File: src/source/wb_pkg.sv
// Wishbone bus widths, address map and decoder target type
// Shared by the bus fabric, every slave and the testbench model
package wb_pkg;

    localparam int WB_AW = 32;
    localparam int WB_DW = 32;
    localparam int WB_SW = 4;   // Byte selects

    // Upper 16 address bits pick a region
    localparam logic [WB_AW-1:0] SRAM_BASE   = 32'h3000_0000;
    localparam logic [WB_AW-1:0] GPIO_BASE   = 32'h3001_0000;
    localparam logic [WB_AW-1:0] TEAM_BASE   = 32'h3002_0000;
    localparam logic [WB_AW-1:0] TEAM_STRIDE = 32'h0001_0000; // One region per team

    typedef enum logic [1:0] {
        TGT_SRAM,
        TGT_GPIO,
        TGT_TEAM,
        TGT_NONE
    } wb_target_e;

    // Read data of the unmapped responder
    localparam logic [WB_DW-1:0] UNMAPPED_DATA = '0;

endpackage

File: src/source/pad_pkg.sv
// Pad count and layout of the per-pad team select fields
package pad_pkg;

    localparam int NUM_PADS      = 38;
    localparam int PAD_SEL_W     = 4;   // 0 is no driver, k is team k-1
    localparam int PADS_PER_WORD = 8;
    localparam int PAD_SEL_WORDS = 5;   // Covers 40 fields, top two unused

endpackage

File: src/source/team_pwm.sv
// Team design: PWM generator with period, duty and enable registers
// The PWM bit goes to every pad, oeb follows the inverted enable
module team_pwm import wb_pkg::*, pad_pkg::*; (
    input  logic                wb_clk_i,
    input  logic                rst_n_i,
    input  logic                wbs_cyc_i,
    input  logic                wbs_stb_i,
    input  logic                wbs_we_i,
    input  logic [WB_SW-1:0]    wbs_sel_i,
    input  logic [WB_AW-1:0]    wbs_adr_i,
    input  logic [WB_DW-1:0]    wbs_dat_i,
    output logic                wbs_ack_o,
    output logic [WB_DW-1:0]    wbs_dat_o,
    output logic [NUM_PADS-1:0] gpio_out_o,
    output logic [NUM_PADS-1:0] gpio_oeb_o
);
    logic [15:0] period_q, duty_q, cnt_q;
    logic        en_q;
    logic        pwm_q;
    logic        access;

    assign access = wbs_cyc_i && wbs_stb_i && !wbs_ack_o;

    always_ff @(posedge wb_clk_i) begin
        if (!rst_n_i) begin
            period_q  <= '0;
            duty_q    <= '0;
            en_q      <= 1'b0;
            wbs_ack_o <= 1'b0;
            wbs_dat_o <= '0;
        end else begin
            wbs_ack_o <= access;
            if (access) begin
                case (wbs_adr_i[3:2])
                    2'd0:    wbs_dat_o <= {16'b0, period_q};
                    2'd1:    wbs_dat_o <= {16'b0, duty_q};
                    2'd2:    wbs_dat_o <= {31'b0, en_q};
                    default: wbs_dat_o <= '0;
                endcase
                if (wbs_we_i) begin
                    for (int b = 0; b < 2; b++) begin
                        if (wbs_sel_i[b] && wbs_adr_i[3:2] == 2'd0) begin
                            period_q[8*b +: 8] <= wbs_dat_i[8*b +: 8];
                        end
                        if (wbs_sel_i[b] && wbs_adr_i[3:2] == 2'd1) begin
                            duty_q[8*b +: 8] <= wbs_dat_i[8*b +: 8];
                        end
                    end
                    if (wbs_sel_i[0] && wbs_adr_i[3:2] == 2'd2) en_q <= wbs_dat_i[0];
                end
            end
        end
    end

    // Counter held at 0 while disabled
    always_ff @(posedge wb_clk_i) begin
        if (!rst_n_i) begin
            cnt_q <= '0;
            pwm_q <= 1'b0;
        end else begin
            cnt_q <= (!en_q || cnt_q >= period_q) ? 16'd0 : cnt_q + 16'd1;
            pwm_q <= cnt_q < duty_q;
        end
    end

    assign gpio_out_o = {NUM_PADS{pwm_q}};
    assign gpio_oeb_o = {NUM_PADS{!en_q}};

endmodule

File: config.mk
export PLATFORM = sky130hd
export DESIGN_NAME = team_pwm
export DESIGN_NICKNAME = d
export VERILOG_FILES = /design/src/source/wb_pkg.sv /design/src/source/pad_pkg.sv /design/src/source/team_pwm.sv
export SDC_FILE = /design/constraint.sdc
export NUM_CORES = 1
export LEC_CHECK = 0
export ABC_CLOCK_PERIOD_IN_PS = 5150
export BUFFER_PORTS_ARGS = -buffer_cell sky130_fd_sc_hd__buf_2
export CAP_MARGIN = 20
export CORE_MARGIN = 1.5
export CORE_UTILIZATION = 35
export DETAILED_ROUTE_END_ITERATION = 16
export GPL_ROUTABILITY_DRIVEN = 0
export HOLD_SLACK_MARGIN = 0.06
export MAX_ROUTING_LAYER = met4
export PLACE_DENSITY = 0.7
export SYNTH_ARGS = -nofsm -noshare
export SYNTH_HDL_FRONTEND = slang
export SYNTH_SLANG_ARGS = --single-unit
File: constraint.sdc
create_clock -name wb_clk_i -period 5.15 [get_ports wb_clk_i]
set_clock_uncertainty 0.1 [all_clocks]
set_input_delay 0.2575 -clock wb_clk_i [delete_from_list [all_inputs] [get_ports wb_clk_i]]
set_output_delay 0.2575 -clock wb_clk_i [all_outputs]
set_load 0.02 [all_outputs]
==> summary.md, run 1 <==
| Metric | Value |
|---|---|
| Outcome | `finished clean` |
| Hold endpoint | `duty_q[13]` |
| Comb pwr share | `0.083` |
| Final setup TNS | `0 ns` |
| CTS resizes | `0` |
| Drt via density | `around 4.7` |
| Total grt overflow | `0` |
| Detailed placement HPWL | `between 6000 and 7000 um` |
| Antenna violation net count after detailed routing | `0` |
| Width of the die | `111.3 um` |
| Critical path launch point type | `flop` |
| Syn-to-layout area delta | `8.379%` |
| Max cap viols | `0` |
| Switching Fraction | `0.2418` |
| Pwr Density | `approximately 270 nW/um^2` |
| Max FO, Critical Path | `35` |
| Mapped Cells | `just under 500` |
| Critical Path, Cell by Cell | `nand3b_1 > buf_4 > nor2_1 > nand4_1 > mux2i_1 > nor2_1` |
| Layout Nets | `about 640` |
| Final count of hold timing violations | `0` |
| RSZ-0062 raised after global routing | `no` |
| Internal power | `approximately 0.90 mW` |
| Iteration-0 DRC Markers | `roughly 140` |
| DRC violations left | `0` |
| Final Core Density | `0.3898` |
| Slew headroom | `0.4119` |
| Switching power | `~0.29 mW` |
| Ports | `about 180` |
| Hold path depth | `3` |
| Share of total power in sequential cells | `0.443` |
| Buffers on Ports | `117` |
| Reg2reg end | `duty_q[12]` |
| Synth unique cells | `35` |
| Synth warn | `0` |
| Die Y | `between 100 and 150 um` |
| Synthesized flop and latch total | `67` |
| WL per Instance | `12.26 um` |
| Source of the worst hold timing path | `wbs_dat_i[13]` |
| First-pass GRT wire length | `13,630 um` |
| Final Cycle Share | `0.4944` |
| Synthesized cell area | `~4100 sq um` |
| Required time worst endpoint | `around 5.2 ns` |
| R2R cell count | `6` |
| Total die area | `about 12,000 sq um` |
| Starting Density | `0.3596` |
| ANT cells | `0` |
| Vias | `around 3.2k` |
| H-tree depth | `3` |
| EDFF count, synth | `0` |
| Worst skew pair latency | `0.33 ns` |
| Type of the most critical hold path | `in -> reg` |
| Crit path buf inv count | `1` |
| CTS clk-pin slew, worst paths | `around 0.050 ns` |
| Worst R2R Setup Slack | `2.60 ns` |
| Slew @ Worst Pin | `0.8808 ns` |
| Detailed Route WL | `8309 um` |
| Final Max Tran Viols | `0` |
| Fmax | `roughly 400 MHz` |
| Worst path slowest cell | `nand4_1` |
| Vias in the first global route | `slightly below 3k` |
| Core area | `roughly 11,000 sq um` |
| Crit end category | `flop` |
| Crit Path Class | `reg -> reg` |
| Clock power frac | `0.474` |
| GRT Total Usage | `0.1396` |
| Minimum clock period | `about 2.5 ns` |
| CP delay by family, top | `simple AND/OR/NAND/NOR gates` |
| Row count | `39` |
| Root Buffer | `clkbuf_16` |
| Setup bufs post-CTS | `0` |
| Layout cells sized above 1 | `0.2505` |
| Primary FF master, synth | `dfxtp_1` |
| Leakage | `2.068 nW` |
| Most common cell on crit path | `nor2_1` |
| Sequential area share after synthesis | `0.3266` |
| CTS Buf Count | `9` |
| # clock sinks | `67` |
| FF-to-FF Start | `wbs_ack_o` |
| Max incr delay on CP | `between 0.6 and 0.7 ns` |
| Share of flip-flops with an asynchronous set or reset | `0` |
| Synthesized area per cell | `8.346 sq um` |
| # hold bufs at CTS | `0` |
| DR pass1 iterations | `4` |
| Critical path arrival | `2.62 ns` |
| CTS tree | `built` |
| Clk buf depth | `2` |
| Final setup viols | `0` |
| Largest net degree at the start of global routing | `53` |
| Initial antenna violation count | `0` |
| VDD IR max | `0.2062 mV` |
[state kept, by name, indices dropped and copies added, names as in the netlist]
signal / count
cnt_q: 16
period_q: 16
wbs_dat_o: 16
wbs_ack_o: 1
en_q: 1
duty_q: 16
pwm_q: 1
[layout by cell type, fill, tap and decap left out, types with 2 or more instances in the layout]
cell | synthesis | routed
and3_1 | 4 | 4
xor2_1 | 9 | 9
buf_2 | 3 | 117
clkbuf_16 | 0 | 9
a21oi_1 | 35 | 35
nand2_1 | 22 | 22
clkbuf_1 | 9 | 3
dfxtp_1 | 67 | 67
nand4_1 | 10 | 10
inv_1 | 35 | 35
buf_4 | 91 | 2
clkinv_2 | 0 | 2
and4_1 | 2 | 2
o21ai_0 | 6 | 6
conb_1 | 1 | 16
ha_1 | 32 | 32
a21o_1 | 2 | 2
clkbuf_8 | 0 | 2
nor2_1 | 68 | 68
nor3_1 | 16 | 16
xnor2_1 | 5 | 5
mux2i_1 | 42 | 42
nand3_1 | 16 | 16
nand2b_1 | 2 | 2
[how the worst max path moves through the flow]
stage / cells after the start / slack [ns] / from / endpoint
finish: 6 / 2.60 / wbs_ack_o / duty_q[12]
global route: 6 / 2.32 / wbs_ack_o / duty_q[11]
CTS: 7 / 2.58 / cnt_q[0] / cnt_q[0]
detailed placement: 6 / 2.60 / wbs_ack_o / duty_q[12]
global placement: 6 / 2.65 / wbs_ack_o / duty_q[14]
floorplan: 6 / 2.79 / en_q / cnt_q[10]
[power by group through the flow]
stage	clock (mW)	sequential (mW)	combinational (mW)
floorplan	0	0.537	0.0976
global placement	0	0.536	0.0975
detailed placement	0	0.537	0.0984
CTS	0.575	0.526	0.0986
global route	0.593	0.526	0.106
finish	0.563	0.526	0.0983
[tightest hold or removal path, delay by kind of cell]
family	cells	cell delay (ns)
buffers and inverters	1	0.09
multiplexers	1	0.06
AND/OR/NAND/NOR	1	0.07
[final cells by class]
cell class	count	area (sq um)
multi-input combinational	297	1921
sequential	67	1341
tap	143	178.9
timing repair buffer	119	600.6
fill	1168	6968
clock inverter	2	10.01
inverter	36	135.1
clock buffer	14	264.0
[per-layer routing]
layer  vias up  wire length (um)  GRT usage
li1       1603                 -          -
met1      1475              3629     0.1593
met2       112              3982     0.2245
met3        13               509    0.04374
met4         0               187    0.06329
met5         -                 0          -
[stage by stage]
step | hold slack [ns] | instance area (sq um) | std cells | setup slack, ns | total power, mW
after floorplan | 0.3014 | 4163 | 507 | 2.787 | 0.6348
after global placement | 0.3614 | 4169 | 661 | 2.647 | 0.6340
after detailed placement | 0.3644 | 4177 | 662 | 2.595 | 0.6352
after CTS | 0.06526 | 4451 | 678 | 2.578 | 1.199
after global routing | 0.08375 | 4451 | 678 | 2.316 | 1.225
final | 0.07292 | 4451 | 678 | 2.604 | 1.187
[cell families after synthesis]
logic type,after synthesis,share of synthesized area
fa+ha+maj,32,0.09750
other cells,1,0.0009132
xor+xnor,14,0.02986
buf+inv,143,0.2194
simple gates,147,0.1642
mux,42,0.1024
flops,67,0.3266
compound gates,46,0.05911
[cell usage after synthesis, types with 9 or more instances]
cell type | count | area share
buf_4 | 91 | 0.17
nor2_1 | 68 | 0.062
dfxtp_1 | 67 | 0.33
mux2i_1 | 42 | 0.10
a21oi_1 | 35 | 0.043
inv_1 | 35 | 0.032
ha_1 | 32 | 0.098
nand2_1 | 22 | 0.020
nand3_1 | 16 | 0.020
nor3_1 | 16 | 0.020
nand4_1 | 10 | 0.015
clkbuf_1 | 9 | 0.0082
xor2_1 | 9 | 0.019
(Power assumes the default switching activity.)
==> inputs of run 2 (changes only) <==
Settings changed: ABC_CLOCK_PERIOD_IN_PS 5150 to 2270, PLACE_DENSITY 0.7 to 0.73.
Clock period 5.15 ns to 2.27 ns, I/O delays scaled along.
==> summary.md, run 2 (synthesis gave the netlist of run 1 again) <==
| Metric | Value |
|---|---|
| Width of the die | `111.3 um (unchanged)` |
| Starting Density | `0.3596 (unchanged)` |
| Final Core Density | `0.4360 (+0.04624)` |
| Antenna violation net count after detailed routing | `0 (unchanged)` |
| Vias in the first global route | `2,961 (+1.1%)` |
| Max FO, Critical Path | `8 (-77%)` |
| Drt via density | `4.632 (-1.9%)` |
| CTS Buf Count | `9 (unchanged)` |
| ANT cells | `0 (unchanged)` |
| # clock sinks | `67 (unchanged)` |
| Ports | `182 (unchanged)` |
| Required time worst endpoint | `2.43 ns (-2.80 ns)` |
| Layout cells sized above 1 | `0.3129 (+0.06247)` |
| Layout Nets | `673 (+6.0%)` |
| Die Y | `111.3 um (unchanged)` |
| Slew @ Worst Pin | `0.8056 ns (-0.07522 ns)` |
| Most frequent cells in the layout | `117 x buf_2, 63 x dfxtp_1, 59 x nor2_1` |
| Worst Hold Slack | `0.1901 ns (+0.1172 ns)` |
| Total grt overflow | `0 (unchanged)` |
| Row count | `39 (unchanged)` |
| Crit path buf inv count | `2 (+1)` |
| Setup bufs post-CTS | `0 (unchanged)` |
| Fmax | `440.7 MHz (+12%)` |
| Vias | `3,312 (+3.4%)` |
| Max incr delay on CP | `0.53 ns (-0.09 ns)` |
| Minimum clock period | `2.269 ns (-0.2770 ns)` |
| Final Cycle Share | `0.9995 (+0.5052)` |
| First-pass GRT wire length | `14,020 um (+2.9%)` |
| Outcome | `finished clean` |
| WL per Instance | `12.09 um (-1.4%)` |
| Core area | `11,420 sq um (unchanged)` |
| Clk buf depth | `2 (unchanged)` |
| Layout Cells excl Fill | `715 (+5.5%)` |
| Detailed placement HPWL | `6140 um (-3.3%)` |
| Worst skew pair latency | `0.33 ns (about the same)` |
| Largest net degree at the start of global routing | `52 (-1.9%)` |
| H-tree depth | `3 (unchanged)` |
| Final Max Tran Viols | `0 (unchanged)` |
| Leakage | `2.291 nW (+11%)` |
| Pwr Density | `608.7 nW/um^2 (+130%)` |
| Fillcell total | `1,111 (-4.9%)` |
| Iteration-0 DRC Markers | `118 (-13%)` |
| DRC violations left | `0 (unchanged)` |
| Worst path slowest cell | `or4b_4` |
| Buffers on Ports | `117 (unchanged)` |
| Syn-to-layout area delta | `21.24%` |
| Initial antenna violation count | `0 (unchanged)` |
| Detailed Route WL | `8641 um (+4.0%)` |
| Max cap viols | `0 (unchanged)` |
| Critical path launch point type | `flop` |
| GRT Total Usage | `0.1434 (+0.003752)` |
| Crit end category | `flop` |
| Final setup viols | `0 (unchanged)` |
| Final count of hold timing violations | `0 (unchanged)` |
| CP delay by family, top | `simple AND/OR/NAND/NOR gates` |
| RSZ-0062 raised after global routing | `yes` |
| Multi-input logic area | `2036 sq um (+6.0%)` |
| Slew headroom | `0.4622 (+0.05027)` |
| CTS clk-pin slew, worst paths | `0.06 ns (about the same)` |
| Critical Path, Cell by Cell | `inv_1 > ha_1 > nand2b_1 > a2111oi_1 > nor4b_1 > or4b_4 > buf_6 > nor2_2` |
| VDD IR max | `0.4531 mV (+120%)` |
| Type of the most critical hold path | `in -> reg` |
| Critical path arrival | `2.43 ns (-0.19 ns)` |
| DR pass1 iterations | `5 (+1)` |
| CTS tree | `built` |
| Register Area | `1346 sq um (+0.37%)` |
| DP Cell Count | `683 (+3.2%)` |
| Crit Path Class | `reg -> reg` |
| Root Buffer | `clkbuf_16` |
| Total die area | `12,390 sq um (unchanged)` |
| Most common cell after layout, fill and taps aside | `buf_2` |
[run 2: metal layers]
| metal | GRT usage | vias up | routed length (um) |
|---|---|---|---|
| met5 | - | - | 0 |
| met4 | 0.05063 | 0 | 114 |
| met3 | 0.03226 | 8 | 498 |
| met2 | 0.2299 | 124 | 4100 |
| met1 | 0.1778 | 1500 | 3927 |
| li1 | - | 1680 | - |
[run 2: area by class of cell]
class / instances / share of cell area
Clock buffer: 9 / 0.04524
Inverter: 36 / 0.02714
Multi-Input combinational cell: 297 / 0.4089
Sequential cell: 67 / 0.2704
Tap cell: 143 / 0.03594
Clock inverter: 6 / 0.02312
Timing Repair Buffer: 157 / 0.1892
[run 2: path summary, 6_finish.rpt]
path	to	startpoint	slack (ns)	depth (start not counted)
max	cnt_q[14]	cnt_q[0]	0.001	8
min	en_q	wbs_sel_i[0]	0.19	6
max reg2reg	cnt_q[14]	cnt_q[0]	0.001	8
min reg2reg	period_q[3]	period_q[3]	0.37	2
[run 2: report_power, final]
part / switching (mW) / internal (mW) / leakage, nW
clock: 0.517 / 1.07 / 0.162
sequential: 0.00994 / 1.18 / 0.542
combinational: 0.167 / 0.0847 / 1.59
total: 0.694 / 2.34 / 2.29
[run 2: worst min-delay path: stages]
cell and delay, ns:
buf_2 0.11, nand2_1 0.08, nor3_1 0.05, nand2_1 0.07, mux2i_1 0.08, nor2_1 0.09
[run 2: metrics by stage]
stage               worst slack (ns)  cell area, sq um  power, mW  setup TNS [ns]
global placement            -0.01127              4334      1.443        -0.01127
CTS                         0.004902              4840      3.054               0
detailed placement          -0.03065              4334      1.446        -0.06654
floorplan                   -0.09319              4163      1.440         -0.8883
finish                      0.001038              4979      3.031               0
global route                -0.08398              4979      3.130          -1.176
[run 2: repair_timing]
| item | in CTS | in global routing |
|---|---|---|
| hold buffers | 16 | 0 |
| hold endpoints to repair | 33 | 0 |
| cloned | 0 | 1 |
| pin swaps | 0 | 19 |
| endpoints found under the setup margin | 15 | 16 |
| gates resized for setup | 3 | 34 |
